File: src/core_cfg.svh
`ifndef CORE_CFG_SVH
`define CORE_CFG_SVH

// data path width
`define XLEN 32
`define REG_COUNT 32
// bits needed to name one register
`define REG_ADDR_W 5

`endif

File: src/isaPkg.sv
package isaPkg;

    // major opcodes of the supported subset
    typedef enum logic [6:0] {
        opReg = 7'b0110011,
        opImm = 7'b0010011,
        opLui = 7'b0110111
    } opcodeT;

    // aluAdd must stay zero, it is the bubble value
    typedef enum logic [2:0] {
        aluAdd   = 3'd0,
        aluSub   = 3'd1,
        aluAnd   = 3'd2,
        aluOr    = 3'd3,
        aluXor   = 3'd4,
        aluSlt   = 3'd5,
        aluPassB = 3'd6
    } aluOpT;

    // funct3 codes shared by R and I forms
    localparam logic [2:0] F3_ADD = 3'b000;
    localparam logic [2:0] F3_SLT = 3'b010;
    localparam logic [2:0] F3_XOR = 3'b100;
    localparam logic [2:0] F3_OR  = 3'b110;
    localparam logic [2:0] F3_AND = 3'b111;

endpackage

File: src/pipePkg.sv
`include "core_cfg.svh"

package pipePkg;

    // one data word
    typedef logic [`XLEN-1:0] wordT;

    // register number
    typedef logic [`REG_ADDR_W-1:0] regAddrT;

    // operand source in execute
    typedef enum logic {
        fwdReg = 1'b0,
        fwdWb  = 1'b1
    } fwdSelT;

endpackage

File: src/aluExecute.sv
`timescale 1ns/1ps
`include "core_cfg.svh"

module aluExecute (
    input  logic             clk,
    input  logic             rst,
    input  logic             regWriteE,
    input  isaPkg::aluOpT    aluOpE,
    input  logic             aluSrcE,
    input  pipePkg::wordT    rd1E,
    input  pipePkg::wordT    rd2E,
    input  pipePkg::wordT    immE,
    input  pipePkg::regAddrT rdE,
    input  pipePkg::fwdSelT  fwdA,
    input  pipePkg::fwdSelT  fwdB,
    output logic             regWriteW,
    output pipePkg::regAddrT rdW,
    output pipePkg::wordT    resultW
);

    pipePkg::wordT srcA;
    pipePkg::wordT regB;
    pipePkg::wordT srcB;
    pipePkg::wordT aluOut;

    // forwarding first, then the immediate select
    assign srcA = (fwdA == pipePkg::fwdWb) ? resultW : rd1E;
    assign regB = (fwdB == pipePkg::fwdWb) ? resultW : rd2E;
    assign srcB = aluSrcE ? immE : regB;

    always_comb begin
        case (aluOpE)
            isaPkg::aluSub:   aluOut = srcA - srcB;
            isaPkg::aluAnd:   aluOut = srcA & srcB;
            isaPkg::aluOr:    aluOut = srcA | srcB;
            isaPkg::aluXor:   aluOut = srcA ^ srcB;
            isaPkg::aluSlt:   aluOut = {{(`XLEN-1){1'b0}}, $signed(srcA) < $signed(srcB)};
            isaPkg::aluPassB: aluOut = srcB;
            default:          aluOut = srcA + srcB;
        endcase
    end

    always_ff @(posedge clk) begin
        if (rst) begin
            regWriteW <= 1'b0;
            rdW       <= '0;
            resultW   <= '0;
        end else begin
            regWriteW <= regWriteE;
            rdW       <= rdE;
            resultW   <= aluOut;
        end
    end

endmodule

File: src/controlUnit.sv
`timescale 1ns/1ps
`include "core_cfg.svh"

module controlUnit (
    input  pipePkg::wordT    instr,
    input  logic             instrValid,
    output logic             regWriteD,
    output isaPkg::aluOpT    aluOpD,
    output logic             aluSrcD,
    output pipePkg::regAddrT rs1D,
    output pipePkg::regAddrT rs2D,
    output pipePkg::regAddrT rdD,
    output pipePkg::wordT    immD
);

    isaPkg::opcodeT opcode;
    logic [2:0]     funct3;
    logic           funct7b5;
    logic           knownOp;
    isaPkg::aluOpT  f3Op;

    assign opcode   = isaPkg::opcodeT'(instr[6:0]);
    assign funct3   = instr[14:12];
    assign funct7b5 = instr[30];

    assign rs1D = instr[19:15];
    assign rs2D = instr[24:20];
    assign rdD  = instr[11:7];

    // operation from funct3, same table for R and I forms
    always_comb begin
        case (funct3)
            isaPkg::F3_SLT: f3Op = isaPkg::aluSlt;
            isaPkg::F3_XOR: f3Op = isaPkg::aluXor;
            isaPkg::F3_OR:  f3Op = isaPkg::aluOr;
            isaPkg::F3_AND: f3Op = isaPkg::aluAnd;
            default:        f3Op = isaPkg::aluAdd;
        endcase
    end

    always_comb begin
        knownOp = 1'b1;
        aluOpD  = isaPkg::aluAdd;
        aluSrcD = 1'b0;
        immD    = '0;
        case (opcode)
            isaPkg::opReg: begin
                // funct7 bit 5 turns add into sub
                if (funct3 == isaPkg::F3_ADD && funct7b5) begin
                    aluOpD = isaPkg::aluSub;
                end else begin
                    aluOpD = f3Op;
                end
            end
            isaPkg::opImm: begin
                aluOpD  = f3Op;
                aluSrcD = 1'b1;
                immD    = {{(`XLEN-12){instr[31]}}, instr[31:20]};
            end
            isaPkg::opLui: begin
                aluOpD  = isaPkg::aluPassB;
                aluSrcD = 1'b1;
                immD    = {instr[31:12], 12'b0};
            end
            default: knownOp = 1'b0;
        endcase
    end

    // x0 destinations never write
    assign regWriteD = instrValid && knownOp && (rdD != '0);

endmodule

File: src/coreSlice.sv
`timescale 1ns/1ps

module coreSlice (
    input  logic             clk,
    input  logic             rst,
    input  pipePkg::wordT    instr,
    input  logic             instrValid,
    // pc belongs to the surrounding core, nothing in this slice needs it
    input  pipePkg::wordT    pc,
    input  logic             flush,
    output logic             regWriteW,
    output pipePkg::regAddrT rdW,
    output pipePkg::wordT    resultW
);

    // decode
    logic             regWriteD;
    isaPkg::aluOpT    aluOpD;
    logic             aluSrcD;
    pipePkg::regAddrT rs1D;
    pipePkg::regAddrT rs2D;
    pipePkg::regAddrT rdD;
    pipePkg::wordT    immD;
    pipePkg::wordT    rd1D;
    pipePkg::wordT    rd2D;

    // execute
    logic             regWriteE;
    isaPkg::aluOpT    aluOpE;
    logic             aluSrcE;
    pipePkg::wordT    rd1E;
    pipePkg::wordT    rd2E;
    pipePkg::wordT    immE;
    pipePkg::regAddrT rdE;
    pipePkg::regAddrT rs1E;
    pipePkg::regAddrT rs2E;
    pipePkg::fwdSelT  fwdA;
    pipePkg::fwdSelT  fwdB;

    controlUnit ctrl (
        .instr(instr), .instrValid(instrValid),
        .regWriteD(regWriteD), .aluOpD(aluOpD), .aluSrcD(aluSrcD),
        .rs1D(rs1D), .rs2D(rs2D), .rdD(rdD), .immD(immD)
    );

    // written from writeback
    regFile regs (
        .clk(clk), .rst(rst), .rs1D(rs1D), .rs2D(rs2D),
        .we(regWriteW), .wa(rdW), .wd(resultW),
        .rd1D(rd1D), .rd2D(rd2D)
    );

    decodeExecuteReg deReg (
        .clk(clk), .rst(rst), .flush(flush),
        .regWriteD(regWriteD), .aluOpD(aluOpD), .aluSrcD(aluSrcD),
        .regWriteE(regWriteE), .aluOpE(aluOpE), .aluSrcE(aluSrcE),
        .rd1D(rd1D), .rd2D(rd2D), .immD(immD), .rdD(rdD),
        .rd1E(rd1E), .rd2E(rd2E), .immE(immE), .rdE(rdE),
        .rs1D(rs1D), .rs2D(rs2D), .rs1E(rs1E), .rs2E(rs2E)
    );

    forwardUnit fwd (
        .rs1E(rs1E), .rs2E(rs2E), .rdW(rdW), .regWriteW(regWriteW),
        .fwdA(fwdA), .fwdB(fwdB)
    );

    aluExecute exec (
        .clk(clk), .rst(rst),
        .regWriteE(regWriteE), .aluOpE(aluOpE), .aluSrcE(aluSrcE),
        .rd1E(rd1E), .rd2E(rd2E), .immE(immE), .rdE(rdE),
        .fwdA(fwdA), .fwdB(fwdB),
        .regWriteW(regWriteW), .rdW(rdW), .resultW(resultW)
    );

endmodule

File: src/decodeExecuteReg.sv
`timescale 1ns/1ps

module decodeExecuteReg (
    input  logic             clk,
    input  logic             rst,
    input  logic             flush,

    // control
    input  logic             regWriteD,
    input  isaPkg::aluOpT    aluOpD,
    input  logic             aluSrcD,
    output logic             regWriteE,
    output isaPkg::aluOpT    aluOpE,
    output logic             aluSrcE,

    // data
    input  pipePkg::wordT    rd1D,
    input  pipePkg::wordT    rd2D,
    input  pipePkg::wordT    immD,
    input  pipePkg::regAddrT rdD,
    output pipePkg::wordT    rd1E,
    output pipePkg::wordT    rd2E,
    output pipePkg::wordT    immE,
    output pipePkg::regAddrT rdE,

    // hazard register numbers
    input  pipePkg::regAddrT rs1D,
    input  pipePkg::regAddrT rs2D,
    output pipePkg::regAddrT rs1E,
    output pipePkg::regAddrT rs2E
);

    always_ff @(posedge clk) begin
        if (rst || flush) begin
            // bubble
            regWriteE <= 1'b0;
            aluOpE    <= isaPkg::aluAdd;
            aluSrcE   <= 1'b0;
            rd1E      <= '0;
            rd2E      <= '0;
            immE      <= '0;
            rdE       <= '0;
            rs1E      <= '0;
            rs2E      <= '0;
        end else begin
            regWriteE <= regWriteD;
            aluOpE    <= aluOpD;
            aluSrcE   <= aluSrcD;
            rd1E      <= rd1D;
            rd2E      <= rd2D;
            immE      <= immD;
            rdE       <= rdD;
            rs1E      <= rs1D;
            rs2E      <= rs2D;
        end
    end

endmodule

File: src/forwardUnit.sv
`timescale 1ns/1ps

module forwardUnit (
    input  pipePkg::regAddrT rs1E,
    input  pipePkg::regAddrT rs2E,
    input  pipePkg::regAddrT rdW,
    input  logic             regWriteW,
    output pipePkg::fwdSelT  fwdA,
    output pipePkg::fwdSelT  fwdB
);

    // take the writeback result when it targets an execute source
    always_comb begin
        fwdA = pipePkg::fwdReg;
        fwdB = pipePkg::fwdReg;
        if (regWriteW && rdW == rs1E) begin
            fwdA = pipePkg::fwdWb;
        end
        if (regWriteW && rdW == rs2E) begin
            fwdB = pipePkg::fwdWb;
        end
    end

endmodule

File: src/regFile.sv
`timescale 1ns/1ps
`include "core_cfg.svh"

module regFile (
    input  logic             clk,
    input  logic             rst,
    input  pipePkg::regAddrT rs1D,
    input  pipePkg::regAddrT rs2D,
    input  logic             we,
    input  pipePkg::regAddrT wa,
    input  pipePkg::wordT    wd,
    output pipePkg::wordT    rd1D,
    output pipePkg::wordT    rd2D
);

    pipePkg::wordT regs [`REG_COUNT];

    always_ff @(posedge clk) begin
        if (rst) begin
            for (int i = 0; i < `REG_COUNT; i++) begin
                regs[i] <= '0;
            end
        end else if (we) begin
            regs[wa] <= wd;
        end
    end

    // write-through so a same-cycle read sees the value being written
    assign rd1D = (rs1D == '0) ? '0 : (we && wa == rs1D) ? wd : regs[rs1D];
    assign rd2D = (rs2D == '0) ? '0 : (we && wa == rs2D) ? wd : regs[rs2D];

endmodule

File: config.mk
export PLATFORM = sky130hd
export DESIGN_NAME = coreSlice
export DESIGN_NICKNAME = d
export VERILOG_FILES = /design/src/isaPkg.sv /design/src/pipePkg.sv /design/src/aluExecute.sv /design/src/controlUnit.sv /design/src/coreSlice.sv /design/src/decodeExecuteReg.sv /design/src/forwardUnit.sv /design/src/regFile.sv
export VERILOG_INCLUDE_DIRS = /design/src
export SDC_FILE = /design/constraint.sdc
export NUM_CORES = 2
export LEC_CHECK = 0
export BUFFER_PORTS_ARGS = -buffer_cell sky130_fd_sc_hd__buf_4
export CORE_MARGIN = 2
export CORE_UTILIZATION = 35
export CTS_CLUSTER_SIZE = 28
export DETAILED_ROUTE_END_ITERATION = 8
export GPL_ROUTABILITY_DRIVEN = 0
export PLACE_DENSITY = 0.6
export RECOVER_POWER = 50
export SYNTH_ARGS = -nofsm -noshare
export SYNTH_HDL_FRONTEND = slang
export SYNTH_SLANG_ARGS = --single-unit
File: constraint.sdc
create_clock -name clk -period 4.2 [get_ports clk]
set_input_delay 0.42 -clock clk [delete_from_list [all_inputs] [get_ports clk]]
set_output_delay 0.42 -clock clk [all_outputs]
set_load 0.01 [all_outputs]
# Word level (Yosys, flattened, before mapping)
# Memory sizes are Yosys's and may differ from the RTL's. A register that Yosys moved wholly into a read port is not among the register bits.
# Cells that the tools add are included.
[classes]
n_addsub = 2
order_cmp = 1
eq_ne = 15
muxes = 20
bitwise_logic = 3
reduce_logical = 15
[ops]
columns = ["cell", "count"]
rows = [
  ["one-hot mux 32 bit (6 select lines)", 1],
  ["2-to-1 mux 32 bit", 4],
  ["one-hot mux 32 bit (2 select lines)", 1],
  ["adder 32 bit", 1],
  ["bitwise AND 32 bit", 1],
  ["less-than comparator 32 bit", 1],
  ["OR 32 bit", 1],
  ["OR reduction 32 bit", 1],
  ["subtractor 32 bit", 1],
  ["bitwise XOR 32 bit", 1],
  ["equality test 3 bit (second input constant)", 6],
  ["equality test 7 x 6 -> 1 bit (second input constant)", 2],
  ["one-hot mux 3 bit (4 select lines)", 1],
  ["equality test 5 bit", 2],
  ["logical NOT 5 bit", 2],
  ["2-to-1 mux 1 bit", 10],
  ["equality test 3 x 2 -> 1 bit (second input constant)", 3],
  ["one-hot mux 3 bit (3 select lines)", 1],
  ["equality test 7 x 5 -> 1 bit (second input constant)", 1],
  ["OR reduction 2 bit", 3],
  ["logical AND 1 bit", 5],
  ["2-to-1 mux 5 bit", 1],
  ["nonzero test 5 bit", 1],
  ["equality test 3 x 1 -> 1 bit (second input constant)", 1],
  ["4 further kinds", 4],
]
[word_totals]
reg_bits = 90
ramBits = 1024
inputBits = 68
wordCells = 67
memories = 1
[memory_table]
columns = ["name", "words", "word_bits", "read_ports", "rd_ports_with_merged_regs", "wr", "line", "text"]
rows = [
  ["regs.regs", 32, 32, 2, 2, 32, "regFile.sv:16", "pipePkg::wordT regs [`REG_COUNT];"],
]

# Depth between registers and ports, before layout
[depth]
ltp_word = 7
ltp_mapped = 19

# Modules after synthesis
# A second synthesis with hierarchy kept.
[hier_totals]
cells_unflattened = 5304
area_unflattened_um2 = 67199.4
[modules_own_cells]
columns = ["module", "n_inst", "cells_each", "area_each_um2", "seq_area_each_um2"]
rows = [
  ["regFile", 1, 3832, 55263.0, 30749.5],
  ["aluExecute", 1, 1102, 7624.8, 760.7],
  ["decodeExecuteReg", 1, 258, 3592.2, 2322.2],
  ["controlUnit", 1, 98, 606.8, 0.0],
  ["forwardUnit", 1, 14, 112.6, 0.0],
]

# Worst setup path before layout
# OpenSTA, ideal clock, no wires.
[synth_timing]
path_kind = "reg2reg"
from = "register exec.rdW[0]"
to = "register exec.resultW[24]"
setup_time_ns = 0.112
arrival_ns = 4.503
path_slack_ns = -0.415
path_stages_with_launch = 18
n_path_buf = 3
synth_period_minus_slack_ns = 4.615
cell_sequence = "dfxtp_1 -> clkbuf_1 -> xor2_1 -> nor4_1 -> and3_1 -> clkbuf_1 -> clkbuf_1 -> mux2_2 -> ha_1 -> fa_1 -> nor2b_1 -> o311ai_2 -> a211oi_1 -> o211ai_1 -> a21boi_0 -> o21ai_0 -> a2111oi_0 -> a2111oi_1"
[synth_via]
elab_chain_cells = 7
word_cells_on_any_way = 15
classes_between = "add/sub (2); eq/ne (2); mux (6); bitwise (3); reduce/logical (2)"
[synth_lines]
columns = ["element", "line", "text"]
rows = [
  ["start: declaration", "aluExecute.sv:17", "output pipePkg::regAddrT rdW,"],
  ["start signal: assignment", "aluExecute.sv:50", "rdW <= rdE;"],
  ["equality test 5 bit", "forwardUnit.sv:19", "if (regWriteW && rdW == rs2E) begin"],
  ["logical AND 1 bit", "forwardUnit.sv:19", ""],
  ["2-to-1 mux 1 bit", "forwardUnit.sv:19", ""],
  ["2-to-1 mux 32 bit", "aluExecute.sv:28", "assign regB = (fwdB == pipePkg::fwdWb) ? resultW : rd2E;"],
  ["2-to-1 mux 32 bit", "aluExecute.sv:29", "assign srcB = aluSrcE ? immE : regB;"],
  ["adder 32 bit, or another cell as far along", "aluExecute.sv:39", "default: aluOut = srcA + srcB;"],
  ["one-hot mux 32 bit (6 select lines) *", "aluExecute.sv:32", "case (aluOpE)"],
  ["end signal: assignment", "aluExecute.sv:51", "resultW <= aluOut;"],
  ["end: declaration", "aluExecute.sv:18", "output pipePkg::wordT resultW"],
]
# Every way passes the cells marked *; elsewhere a longest branch is shown, timed or not.
# A chain may end at the register's enable or synchronous reset.

==> impl_metrics.yaml <==
global_route:
  first_global_vias: 44100
  initial_antenna_violation_count: 8
  grt-ovfl-total: 0
  groute.usage.overall_pct: 23.0
  grt_first_pass_wirelength_mm: 317
  grt_start_max_net_pins: 74
clocking:
  tritoncts: "done"
  cts-root-to-sink-buffers: 3
  numCtsBuffers: 134
  clkTransAtPathRegs_ns: 0.06
  cts.htree.levels: 4
  total_number_of_clock_tree_sinks: 1178
  clock_network_latency_to_the_later_pin_of_the_worst_skew_pair_ns: 0.78
  root_buffer: "clkbuf_16"
worst_setup_path:
  arrival_ns: 4.79
  cp_cell_sequence: "clkbuf_1 -> clkbuf_1 -> nor2_1 -> nand2_1 -> clkbuf_1 -> o21ai_0 -> buf_4"
  rr_endpoint: "regs.regs[18][11]"
  path_depth: 7
  crit_path_start_kind: "register"
  critical_path.max_stage_delay_ns: 0.99
  path_max_fanout: 27
  crit_start: "exec.rdW[0]"
  timing.reg2reg.setup_slack_ns: -0.17
  critPathSlowestCell: "clkbuf_1"
  critical_path_class: "register to register"
  critPathBufInv: 4
  timing.critical_path.to_type: "register"
  worst_r2r_startpoint: "exec.rdW[0]"
  worstRegToRegCells: 7
  worst_path_most_repeated_cell: "clkbuf_1"
  worst_ep_required_time_ns: 4.63
  path_delay_family: "buffers and inverters"
final_layout:
  area.sequential_um2: 33800
  final_core_density_pct: 41.2
  nNetsFinal: 5042
  drive_gt1_share_pct: 30.8
  syn2layout_area_growth_pct: 16.8
  fillerInstances: 17000
  multiInputGateArea_um2: 30700
synth:
  async_s_r_ff_share_synth_pct: 0
  synth.lib_cells_used.distinct: 83
  synth_cells: 4713
  synthesis.area_um2: 65600
  synth-seq-area-share_pct: 51.6
  synthDominantCellAreaShare_pct: 46.9
  ff_latch_count_synth: 1178
  postSynthNetCount: 4879
  synth_enable_flop_cells: 1024
  synthesis.area_per_instance_um2: 13.9
  most_frequently_used_flop_master_after_synthesis: "edfxtp_1"
  synthDominantAreaCellType: "edfxtp_1"
  ys_warn_count: 0
  synth_area_leaders: "edfxtp_1 (47%), mux4_2 (22%), and2_1 (9.9%)"
floorplanning:
  start_util_pct: 35.3
  die_width_um: 437
  rows: 158
  die-area_um2: 191000
  placeableCoreArea_um2: 186000
  die_y_um: 437
  io_pins: 106
routing:
  initialDrtViolationCount: 5081
  detail_route.wirelength_mm: 222
  drc: 0
  postRouteAntennaNets: 0
  vias: 43600
  routedWlPerCell_um: 29.8
  vias_per_cell: 5.85
  firstDrtPassIters: 5
hold_path:
  holdPathStages: 3
  holdPathEnd: "deReg.immE[29]"
  min_path_type: "primary input to register"
  hold_start: "instr[29]"
power:
  p_comb_share_pct: 14.0
  p_per_area_nw_per_um2: 375
  ir_worst_vdd_mv: 0.353
  total_leakage_power_nw: 27.6
  p_switching_w: 0.00756
  flop_pwr_share_pct: 46.3
  total_power_consumption_of_the_routed_design_w: 0.0287
  internal_power_w: 0.0212
  power.switching_fraction_pct: 26.3
  power.clock.fraction_pct: 39.7
sta:
  final.period_utilization_pct: 104
  finalMaxSlewViolations: 566
  timing.final.ws_setup_ns: -0.167
  finalHoldViolations: 0
  period_minus_slack_ns: 4.37
  finalHoldWorstSlack_ns: 0.0353
  rsz0062_at_grt: "true"
  tightestPinTransition_ns: 2.10
  max_slew_margin_pct: -39.9
  setup-violations-final: 41
  worst_clock_skew_ns: 0.0465
  timing.fmax_mhz: 229
placed_design:
  port_buffers: 73
  detailed_place_hpwl_mm: 138
run:
  cap_violations: 16
outcome:
  violations_in_the_final_reports: "capacitance limit, slew limit, setup timing"
  run_status: "complete, but fails checks"
[worst reg2reg max path: cells and delay by family, from the launching register on]
family | cells | cell delay (ns)
AOI/OAI and AO/OA | 1 | 0.70
and+or+nand+nor | 2 | 0.78
buffers and inverters | 4 | 2.12
DFF | 1 | 0.34
[worst max path at each step]
stage	slack [ns]	endpoint
2_1_floorplan	-0.05	exec.resultW[24]
3_3_place_gp	-0.39	exec.resultW[24]
3_5_place_dp	-0.50	exec.resultW[24]
4_1_cts	-0.16	exec.resultW[25]
5_1_grt	-0.24	exec.resultW[28]
6_report	-0.17	regs.regs[18][11]
[kinds of logic after synthesis]
| kind of cell | after synthesis | share of synthesized area [%] |
|---|---|---|
| DFF | 1178 | 51.6 |
| adders and majority gates | 98 | 1.89 |
| xor gates and xnor gates | 50 | 0.679 |
| AOI/OAI and AO/OA | 486 | 4.96 |
| buffers and inverters | 606 | 3.64 |
| muxes | 770 | 24.0 |
| and+or+nand+nor | 1525 | 13.2 |
[registers in the layout, summed over array words and instances (netlist names)]
| register | flops |
|---|---|
| deReg.aluOpE | 3 |
| deReg.rs1E | 5 |
| deReg.rd1E | 32 |
| deReg.rs2E | 5 |
| deReg.immE | 32 |
| regs.regs | 1024 |
| deReg.regWriteE | 1 |
| exec.regWriteW | 1 |
| deReg.rdE | 5 |
| deReg.aluSrcE | 1 |
| exec.rdW | 5 |
| deReg.rd2E | 32 |
| exec.resultW | 32 |
[repair_timing]
item                                    4_1_cts  5_1_grt
pin swaps                                    38       48
hold buffers                                 17        0
buffers inserted                             11       18
endpoints found under the hold margin        19        0
gates resized for setup                      76       90
gates cloned                                  0        1
endpoints found under the setup margin       23       25
[layout by cell type, fill, tap and decap left out, drive strengths merged, types with 33 or more instances in the layout]
cell,count
xnor2,34
clkbuf,211
dfxtp,154
and2,1043
edfxtp,1024
clkinv,56
a21oi,117
a211oi,47
nand2,132
nor2,212
a221oi,33
inv,122
o21ai,125
mux2i,98
buf,460
ha,96
mux4,640
[layer usage]
layer / vias to the layer above / wire length [um] / global-route usage, %
met1: 22700 / 86500 / 30.2
met3: 467 / 21900 / 5.21
li1: 18100 / - / -
met4: 6 / 7400 / 7.47
met5: - / 44 / 0
met2: 2342 / 107000 / 37.5
[area by class of cell]
| cell class | count | area share [%] |
|---|---|---|
| clock inverter | 71 | 0.755 |
| tap | 2480 | 4.05 |
| timing repair buffer | 518 | 5.68 |
| inverter | 115 | 0.565 |
| clock buffer | 170 | 4.70 |
| antenna | 2 | 0.00653 |
| multi-input combinational | 2929 | 40.0 |
| sequential | 1178 | 44.2 |
[Yosys cell counts (18+ instances only)]
master and count:
and2_1 1043, edfxtp_1 1024, mux4_2 640, clkbuf_1 396
nor2_1 211, dfxtp_1 154, nand2_1 132, a21oi_1 117
inv_1 112, mux2i_1 98, o21ai_0 98, ha_1 96
buf_2 55, a211oi_1 46, buf_1 35, xnor2_1 34
a221oi_1 32, mux2_2 32, nand3_1 30, nor2b_1 23
a21o_1 19, a31oi_1 19, nor3_1 18
[power by group through the flow]
stage	Sequential, W	Combinational, W	Clock, W
3_3_place_gp	0.0135	0.00377	0
6_report	0.0133	0.00403	0.0114
2_1_floorplan	0.0135	0.00226	0
3_5_place_dp	0.0135	0.00379	0
4_1_cts	0.0133	0.00387	0.0115
5_1_grt	0.0133	0.00421	0.0120
[stage by stage]
step / area (um^2) / worst slack [ns] / std cells / TNS, ns
2_1_floorplan: 65600 / -0.0547 / 4713 / -0.0620
3_3_place_gp: 71400 / -0.386 / 7176 / -3.27
3_5_place_dp: 71400 / -0.500 / 7176 / -3.98
4_1_cts: 76200 / -0.163 / 7444 / -1.23
5_1_grt: 76600 / -0.245 / 7463 / -8.41
6_report: 76600 / -0.167 / 7463 / -4.29
(Power assumes the default switching activity.)
